===== src/rv_core_pkg.sv =====
package rv_core_pkg;

	// Datapath widths
	localparam int DATA_W      = 32;	// Data word width
	localparam int REG_LOGSIZE = 5;	// Register index width
	localparam int REG_COUNT   = 32;	// Number of architectural registers
	localparam int SHAMT_W     = 5;	// Shift amount taken from operand b

	typedef logic [DATA_W-1:0]      word_t;	// Register data, immediates, results
	typedef logic [REG_LOGSIZE-1:0] reg_addr_t;	// Register index

	// Major opcodes accepted by the core
	localparam logic [6:0] OPC_OP     = 7'b0110011;	// Register-register ALU
	localparam logic [6:0] OPC_OP_IMM = 7'b0010011;	// Register-immediate ALU
	localparam logic [6:0] OPC_LUI    = 7'b0110111;	// Load upper immediate

	// funct3 encodings of the integer ALU group
	localparam logic [2:0] F3_ADD_SUB = 3'b000;	// ADD, SUB, ADDI
	localparam logic [2:0] F3_SLL     = 3'b001;	// Shift left logical
	localparam logic [2:0] F3_SLT     = 3'b010;	// Set less than, signed
	localparam logic [2:0] F3_SLTU    = 3'b011;	// Set less than, unsigned
	localparam logic [2:0] F3_XOR     = 3'b100;
	localparam logic [2:0] F3_SRL_SRA = 3'b101;	// Right shifts, split by funct7
	localparam logic [2:0] F3_OR      = 3'b110;
	localparam logic [2:0] F3_AND     = 3'b111;

	// Bit inside funct7 that selects SUB and SRA
	localparam int F7_ALT_BIT = 5;

	// ALU operation select
	typedef enum logic [3:0] {
		ADD    = 4'd0,
		SUB    = 4'd1,
		SLL    = 4'd2,
		SLT    = 4'd3,
		SLTU   = 4'd4,
		XOR    = 4'd5,
		SRL    = 4'd6,
		SRA    = 4'd7,
		OR     = 4'd8,
		AND    = 4'd9,
		PASS_B = 4'd10	// Operand b straight through, for LUI
	} alu_op_e;

endpackage


===== src/decode_if.sv =====
`timescale 1ns/100ps

// One decoded instruction on its way from decode to execute
interface decode_if;
	import rv_core_pkg::*;

	logic      valid;	// Single-cycle strobe, other fields qualified by it
	alu_op_e   alu_op;	// Operation for the ALU
	reg_addr_t rd;	// Destination register
	reg_addr_t rs1;	// Source register 1, for forwarding match
	reg_addr_t rs2;	// Source register 2, for forwarding match
	logic      use_rs1;	// rs1 is read by this instruction
	logic      use_rs2;	// rs2 is read by this instruction
	word_t     rs1_data;	// Register file data read at decode
	word_t     rs2_data;
	word_t     imm;	// I-type or U-type immediate
	logic      use_imm;	// Operand b comes from imm

	// Decoder side
	modport source (
		output valid, alu_op, rd, rs1, rs2, use_rs1, use_rs2,
		output rs1_data, rs2_data, imm, use_imm
	);

	// Execute side
	modport sink (
		input valid, alu_op, rd, rs1, rs2, use_rs1, use_rs2,
		input rs1_data, rs2_data, imm, use_imm
	);

endinterface


===== src/reg_file.sv =====
`timescale 1ns/100ps

module reg_file (
	input  logic                  clk,
	input  logic                  nrst,	// Synchronous reset, active low
	input  logic                  rd1_en,	// Port 1 read enable
	input  rv_core_pkg::reg_addr_t rd1_addr,	// Port 1 read address
	input  logic                  rd2_en,	// Port 2 read enable
	input  rv_core_pkg::reg_addr_t rd2_addr,	// Port 2 read address
	input  logic                  wr_en,	// Write enable
	input  rv_core_pkg::reg_addr_t wr_addr,	// Write address
	input  rv_core_pkg::word_t     wr_data,	// Write data
	output rv_core_pkg::word_t     rd_data1,	// Port 1 read data
	output rv_core_pkg::word_t     rd_data2	// Port 2 read data
);
	import rv_core_pkg::*;

	word_t regs [REG_COUNT];	// Flip-flop register array, regs[0] stays zero

	// One read port with write-through bypass
	function automatic word_t read_port(input logic en, input reg_addr_t addr);
		word_t data;
		if (!en)
			data = '0;	// Disabled port returns zero
		else if (wr_en && (wr_addr != '0) && (addr == wr_addr))
			data = wr_data;	// Same-cycle write seen by the read
		else
			data = regs[addr];
		return data;
	endfunction

	always_ff @(posedge clk) begin
		if (!nrst) begin
			for (int i = 0; i < REG_COUNT; i++) begin
				regs[i] <= '0;	// Whole array cleared
			end
		end else if (wr_en && (wr_addr != '0)) begin
			regs[wr_addr] <= wr_data;	// x0 never written
		end
	end

	// Combinational reads, same cycle as the address
	always_comb begin
		rd_data1 = read_port(rd1_en, rd1_addr);
		rd_data2 = read_port(rd2_en, rd2_addr);
	end

endmodule


===== src/instr_decoder.sv =====
`timescale 1ns/100ps

module instr_decoder (
	input  logic                   clk,
	input  logic                   nrst,
	input  logic                   instr_valid,	// Instruction strobe
	input  rv_core_pkg::word_t     instr,	// Raw instruction word
	output logic                   rd1_en,	// Register file port 1
	output rv_core_pkg::reg_addr_t rd1_addr,
	output logic                   rd2_en,	// Register file port 2
	output rv_core_pkg::reg_addr_t rd2_addr,
	input  rv_core_pkg::word_t     rd_data1,	// Read data, same cycle
	input  rv_core_pkg::word_t     rd_data2,
	output logic                   illegal_instr,	// One cycle after a bad strobe
	decode_if.source               dec
);
	import rv_core_pkg::*;

	logic [6:0] opcode;
	logic [2:0] funct3;
	logic [6:0] funct7;
	reg_addr_t  rd;
	reg_addr_t  rs1;
	reg_addr_t  rs2;
	logic       f7_zero;	// funct7 all clear
	logic       f7_alt;	// funct7 with only the alternate bit
	alu_op_e    alu_op;
	logic       legal;
	logic       use_rs1;
	logic       use_rs2;
	logic       use_imm;
	word_t      imm;
	logic       accept;	// Legal instruction strobed this cycle

	// funct3 to operation, alt picks SUB or SRA
	function automatic alu_op_e f3_op(input logic [2:0] f3, input logic alt);
		alu_op_e op;
		case (f3)
			F3_ADD_SUB: op = alt ? SUB : ADD;
			F3_SLL:     op = SLL;
			F3_SLT:     op = SLT;
			F3_SLTU:    op = SLTU;
			F3_XOR:     op = XOR;
			F3_SRL_SRA: op = alt ? SRA : SRL;
			F3_OR:      op = OR;
			default:    op = AND;
		endcase
		return op;
	endfunction

	// Field split
	assign opcode  = instr[6:0];
	assign rd      = instr[11:7];
	assign funct3  = instr[14:12];
	assign rs1     = instr[19:15];
	assign rs2     = instr[24:20];
	assign funct7  = instr[31:25];
	assign f7_zero = (funct7 == 7'b0);
	assign f7_alt  = (funct7 == (7'b1 << F7_ALT_BIT));

	always_comb begin
		alu_op  = ADD;
		legal   = 1'b0;
		use_rs1 = 1'b0;
		use_rs2 = 1'b0;
		use_imm = 1'b0;
		imm     = '0;
		case (opcode)
			OPC_OP: begin
				use_rs1 = 1'b1;
				use_rs2 = 1'b1;
				alu_op  = f3_op(funct3, funct7[F7_ALT_BIT]);
				// Alternate funct7 only for SUB and SRA
				legal   = f7_zero ||
					(f7_alt && (funct3 == F3_ADD_SUB || funct3 == F3_SRL_SRA));
			end
			OPC_OP_IMM: begin
				use_rs1 = 1'b1;
				use_imm = 1'b1;
				imm     = {{(DATA_W-12){instr[31]}}, instr[31:20]};	// Sign-extended I-imm
				alu_op  = f3_op(funct3, (funct3 == F3_SRL_SRA) && funct7[F7_ALT_BIT]);
				if (funct3 == F3_SLL)
					legal = f7_zero;	// SLLI has no alternate form
				else if (funct3 == F3_SRL_SRA)
					legal = f7_zero || f7_alt;
				else
					legal = 1'b1;
			end
			OPC_LUI: begin
				use_imm = 1'b1;
				imm     = {instr[31:12], 12'b0};	// U-imm in the upper 20 bits
				alu_op  = PASS_B;
				legal   = 1'b1;
			end
			default: legal = 1'b0;	// Anything else is flagged
		endcase
	end

	assign accept = instr_valid && legal;

	// Only the ports the instruction needs
	assign rd1_en   = accept && use_rs1;
	assign rd1_addr = rs1;
	assign rd2_en   = accept && use_rs2;
	assign rd2_addr = rs2;

	// Control state
	always_ff @(posedge clk) begin
		if (!nrst) begin
			dec.valid     <= 1'b0;
			illegal_instr <= 1'b0;
		end else begin
			dec.valid     <= accept;
			illegal_instr <= instr_valid && !legal;
		end
	end

	// Decoded payload with read data
	always_ff @(posedge clk) begin
		if (accept) begin
			dec.alu_op   <= alu_op;
			dec.rd       <= rd;
			dec.rs1      <= rs1;
			dec.rs2      <= rs2;
			dec.use_rs1  <= use_rs1;
			dec.use_rs2  <= use_rs2;
			dec.rs1_data <= rd_data1;
			dec.rs2_data <= rd_data2;
			dec.imm      <= imm;
			dec.use_imm  <= use_imm;
		end
	end

endmodule


===== src/alu.sv =====
`timescale 1ns/100ps

module alu (
	input  rv_core_pkg::alu_op_e op,	// Operation select
	input  rv_core_pkg::word_t   a,	// Operand a, rs1
	input  rv_core_pkg::word_t   b,	// Operand b, rs2 or immediate
	output rv_core_pkg::word_t   result
);
	import rv_core_pkg::*;

	logic [SHAMT_W-1:0] shamt;	// Low bits of b
	logic               lt_signed;
	logic               lt_unsigned;

	assign shamt       = b[SHAMT_W-1:0];
	assign lt_signed   = ($signed(a) < $signed(b));
	assign lt_unsigned = (a < b);

	always_comb begin
		case (op)
			ADD:     result = a + b;
			SUB:     result = a - b;
			SLL:     result = a << shamt;
			SLT:     result = {{(DATA_W-1){1'b0}}, lt_signed};	// 0 or 1
			SLTU:    result = {{(DATA_W-1){1'b0}}, lt_unsigned};
			XOR:     result = a ^ b;
			SRL:     result = a >> shamt;	// Zero fill
			SRA:     result = word_t'($signed(a) >>> shamt);	// Sign fill
			OR:      result = a | b;
			AND:     result = a & b;
			PASS_B:  result = b;	// LUI
			default: result = '0;
		endcase
	end

endmodule


===== src/exec_stage.sv =====
`timescale 1ns/100ps

module exec_stage (
	input  logic                   clk,
	input  logic                   nrst,
	decode_if.sink                 dec,	// Decoded instruction from decode
	output logic                   wb_valid,	// Write-back strobe
	output rv_core_pkg::reg_addr_t wb_rd,	// Write-back destination
	output rv_core_pkg::word_t     wb_data	// Write-back result
);
	import rv_core_pkg::*;

	logic  fwd1;	// rs1 taken from write-back
	logic  fwd2;	// rs2 taken from write-back
	logic  wb_live;	// Write-back holds a real nonzero destination
	word_t rs1_val;
	word_t rs2_val;
	word_t op_a;
	word_t op_b;
	word_t alu_result;

	// Result of the previous instruction, still one cycle from the register file
	assign wb_live = wb_valid && (wb_rd != '0);
	assign fwd1    = dec.use_rs1 && wb_live && (wb_rd == dec.rs1);
	assign fwd2    = dec.use_rs2 && wb_live && (wb_rd == dec.rs2);

	assign rs1_val = fwd1 ? wb_data : dec.rs1_data;
	assign rs2_val = fwd2 ? wb_data : dec.rs2_data;

	// Operand selection
	assign op_a = rs1_val;
	assign op_b = dec.use_imm ? dec.imm : rs2_val;	// Immediate overrides rs2

	alu u_alu (
		.op     (dec.alu_op),
		.a      (op_a),
		.b      (op_b),
		.result (alu_result)
	);

	// Write-back strobe
	always_ff @(posedge clk) begin
		if (!nrst) begin
			wb_valid <= 1'b0;
		end else begin
			wb_valid <= dec.valid;	// One cycle behind decode
		end
	end

	// Write-back payload, also the register file write port
	always_ff @(posedge clk) begin
		if (dec.valid) begin
			wb_rd   <= dec.rd;
			wb_data <= alu_result;
		end
	end

endmodule


===== src/rv_core.sv =====
`timescale 1ns/100ps

module rv_core (
	input  logic                   clk,
	input  logic                   nrst,	// Synchronous reset, active low
	input  logic                   instr_valid,	// One instruction per strobe
	input  rv_core_pkg::word_t     instr,
	output logic                   wb_valid,	// Two cycles after a legal strobe
	output rv_core_pkg::reg_addr_t wb_rd,
	output rv_core_pkg::word_t     wb_data,
	output logic                   illegal_instr	// One cycle after a bad strobe
);
	import rv_core_pkg::*;

	// Register file read side
	logic      rd1_en;
	reg_addr_t rd1_addr;
	logic      rd2_en;
	reg_addr_t rd2_addr;
	word_t     rd_data1;
	word_t     rd_data2;

	decode_if dec_bus ();	// Decode to execute

	instr_decoder u_decoder (
		.clk           (clk),
		.nrst          (nrst),
		.instr_valid   (instr_valid),
		.instr         (instr),
		.rd1_en        (rd1_en),
		.rd1_addr      (rd1_addr),
		.rd2_en        (rd2_en),
		.rd2_addr      (rd2_addr),
		.rd_data1      (rd_data1),
		.rd_data2      (rd_data2),
		.illegal_instr (illegal_instr),
		.dec           (dec_bus.source)
	);

	// Write port fed straight from the write-back register
	reg_file u_reg_file (
		.clk      (clk),
		.nrst     (nrst),
		.rd1_en   (rd1_en),
		.rd1_addr (rd1_addr),
		.rd2_en   (rd2_en),
		.rd2_addr (rd2_addr),
		.wr_en    (wb_valid),
		.wr_addr  (wb_rd),
		.wr_data  (wb_data),
		.rd_data1 (rd_data1),
		.rd_data2 (rd_data2)
	);

	exec_stage u_exec (
		.clk      (clk),
		.nrst     (nrst),
		.dec      (dec_bus.sink),
		.wb_valid (wb_valid),
		.wb_rd    (wb_rd),
		.wb_data  (wb_data)
	);

endmodule


===== config.mk =====
export PLATFORM = sky130hd
export DESIGN_NAME = rv_core
export DESIGN_NICKNAME = d
export VERILOG_FILES = /design/src/rv_core_pkg.sv /design/src/decode_if.sv /design/src/reg_file.sv /design/src/instr_decoder.sv /design/src/alu.sv /design/src/exec_stage.sv /design/src/rv_core.sv
export SDC_FILE = /design/constraint.sdc
export NUM_CORES = 2
export LEC_CHECK = 0
export BUFFER_PORTS_ARGS = -buffer_cell sky130_fd_sc_hd__clkbuf_2
export CORE_ASPECT_RATIO = 0.75
export CORE_MARGIN = 3
export CORE_UTILIZATION = 35
export CTS_CLUSTER_DIAMETER = 150
export DETAILED_ROUTE_END_ITERATION = 12
export PLACE_DENSITY = 0.6
export SLEW_MARGIN = 30
export SYNTH_ARGS = -nofsm -noshare
export SYNTH_HDL_FRONTEND = slang
export SYNTH_SLANG_ARGS = --single-unit

===== constraint.sdc =====
create_clock -name clk -period 7.2 [get_ports clk]
set_clock_uncertainty 0.1 [all_clocks]
set_input_delay 0.72 -clock clk [delete_from_list [all_inputs] [get_ports clk]]
set_output_delay 0.72 -clock clk [all_outputs]
set_load 0.01 [all_outputs]

==> results.cfg <==
[yosys]
syn_inst = 5040
synth-main-ff-cell = edfxtp_1
synth-edff-count = 1179
synth.avg_cell_area_um2 = 13.8
yosysWarnings = 0
async_reset_ff_share_pct = 0
netlist_area_mm2 = 0.0697
ys_types = 92
yosysSeqAreaShare_pct = 50.9
synth_seq_cells = 1182

[sta]
post-route-period-util_pct = 93.2
min_period_ps = 6710
setup_violations = 0
hold_violations = 0
maxSlewHeadroom_pct = 29.9
tns_ps = 0
rsz0062_at_grt = false
worstMarginPinSlew_ps = 1050
slew_viol_final = 0
fmaxAchievable_mhz = 149

[clock_tree]
clock_latency_ps = 780
root_buffer = clkbuf_16
clkTransAtPathRegs_ps = 70
cts_max_path_buffers = 3
post-cts-setup-buffer-count = 0
cts_tree = yes
numCtsBuffers = 117
clock_sinks = 1182
cts_resized = 0
htree_levels = 3
hold_buffers = 5

[pwr]
power_density_mw_per_mm2 = 203
total_power_mw = 15.8
leakage_nw = 28.5
max-vdd-ir-drop_uv = 193

[route]
drt_iter0_drc = 8083
routedWlPerCell_um = 33.6
vias = 48000
dr.pass1.iters = 8
via_per_inst = 6.22
postRouteAntennaNets = 0
drt-total-wl_mm = 259
drc = 0

[critical_path]
critPathLaunchType = register
max_stage_delay_ps = 630
cp.required_ps = 7610
slowest_stage = o21ai_1
critPathMaxFanout = 16
reg2reg_depth = 18
arrival_ps = 7120
cpMostUsedCell = buf_4
worstPathCellList = or3_1, buf_4, o311a_1, nand2_2, buf_4, mux2i_1, o21ai_0, ha_1, nor3_1, nor3b_1, o221ai_1, a21o_1, o21ai_1, a221o_1, a21oi_1, o21bai_1, a2111oi_0, a211o_1
crit_path_end_kind = register
crit_type = reg -> reg

[run_status]
outcome = finished, final reports clean

[floorplanning]
chipWidth_um = 521
core_mm2 = 0.197
dieArea_mm2 = 0.205
initial_core_util_pct = 35.3
io_pins = 74
rows = 141
die_y_um = 393

[global_route]
grt_pass1_vias = 46200
grt_max_degree = 91
antenna_found_initial = 29
grt_overflow_total = 0
grt_util_all_layers_pct = 24.9
grt_pass1_wl_mm = 363

[finish]
final_common_cell = edfxtp_1
layout_common_cells = edfxtp_1, and2_1, mux4_2
regArea_mm2 = 0.0355
fillers = 18200
areaGrowthSynthToFinish_pct = 12.1
drive_gt1_share_pct = 24.4
fin_util_pct = 39.6
multi_input_area_mm2 = 0.0326
fin_nets = 5098

[place]
dp_hpwl_mm = 166
gp_congestion = 1.02
port_buffers = 73

[worst_hold_path]
worstHoldPathCells = 3
hp-class = in -> reg

[job]
maxCapViolCount = 0
==> cell type report <==
type                       instances  area share (%)
multi-input combinational       3283            41.8
clock inverter                    83            1.17
inverter                          96           0.461
antenna                            9          0.0288
tap                             2645            4.24
clock buffer                     133            3.88
timing repair buffer             284            3.07
sequential                      1182            45.4
==> synthesized netlist by cell type, types with 7 or more instances <==
cell type	instances	area (um^2)
a31oi_1	17	106
and3_1	22	138
buf_2	27	135
nor2b_1	12	75.1
o31ai_1	7	52.6
nor4_1	12	75.1
xnor2_1	15	131
buf_6	7	78.8
a2111oi_0	7	61.3
inv_1	91	342
mux2_2	13	146
o21ai_0	132	661
o211ai_1	19	143
o221ai_1	29	254
mux2i_1	212	2120
nand4_1	18	113
or3_1	8	50.1
clkbuf_1	394	1480
ha_1	97	1210
o21ai_1	12	60.1
a22o_1	9	78.8
a22oi_1	23	173
a221oi_1	42	368
mux2i_2	17	234
nand2_1	148	556
nand3_1	38	190
mux4_2	642	14500
a211oi_1	78	586
a21o_1	35	263
nor2_1	246	923
and2_1	937	5860
nand2b_1	18	113
edfxtp_1	1179	35400
a221o_1	15	150
nor3_1	87	435
a21oi_1	107	536
xor2_1	12	105
o21bai_1	18	135
o22ai_1	30	188
buf_1	76	285
==> cell families after synthesis <==
family          synth area share [%]
buf+inv                         3.43
flops                           50.9
compound gates                  6.62
other cells                  0.00538
fa+ha+maj                       1.80
xor+xnor                       0.362
simple gates                    12.6
mux                             24.4
==> registers in the layout, summed over array words and instances (netlist names) <==
name	count
u_decoder.dec.alu_op	4
u_decoder.dec.imm	32
u_decoder.dec.rd	5
u_decoder.dec.rs1	5
u_decoder.dec.rs1_data	32
u_decoder.dec.rs2	5
u_decoder.dec.rs2_data	32
u_decoder.dec.use_imm	1
u_decoder.dec.use_rs1	1
u_decoder.dec.use_rs2	1
u_decoder.dec.valid	1
u_decoder.illegal_instr	1
u_exec.wb_data	32
u_exec.wb_rd	5
u_exec.wb_valid	1
u_reg_file.regs	1024
==> where the power goes <==
part           internal (mW)  leakage (nW)  switching, mW
Clock                   3.67          1.92           2.86
Sequential              7.75          12.1          0.101
Combinational          0.616          14.4          0.835
Total                   12.0          28.5           3.80
==> critical path, delay by kind of cell (launching register included) <==
family / cells / cell delay [ps]
muxes: 1 / 220
and+or+nand+nor: 4 / 1590
AOI/OAI and AO/OA: 10 / 2880
DFF: 1 / 610
buffers and inverters: 2 / 510
adders and majority gates: 1 / 520
==> stage by stage <==
| step | hold WS (ps) | setup WS (ps) | std cells | instance area [um^2] |
|---|---|---|---|---|
| detailed placement | 310 | 707 | 7485 | 74100 |
| CTS | 26.4 | 664 | 7706 | 78100 |
| global route | 49.8 | 195 | 7707 | 78100 |
| floorplan | 300 | 1630 | 5071 | 69800 |
| finish | 83.3 | 487 | 7715 | 78100 |
| global placement | 305 | 849 | 7473 | 73800 |
==> final timing paths <==
check | startpoint | endpoint | slack, ps
setup / recovery | u_exec.wb_rd[4]$_DFFE_PP_ | u_exec.wb_data[0]$_DFFE_PP_ | 490
hold / removal | instr_valid | u_decoder.illegal_instr$_SDFF_PN0_ | 80
setup reg to reg | u_exec.wb_rd[4]$_DFFE_PP_ | u_exec.wb_data[0]$_DFFE_PP_ | 490
hold reg to reg | u_decoder.dec.rd[1]$_DFFE_PP_ | u_exec.wb_rd[1]$_DFFE_PP_ | 320
==> routing by layer <==
metal / routed length, um / global-route usage, % / up-vias
li1: - / - / 19400
met1: 106000 / 35.6 / 25000
met2: 113000 / 36.7 / 3070
met3: 32700 / 7.30 / 438
met4: 7970 / 6.80 / 4
met5: 18 / 0 / -
(Power assumes the default switching activity.)
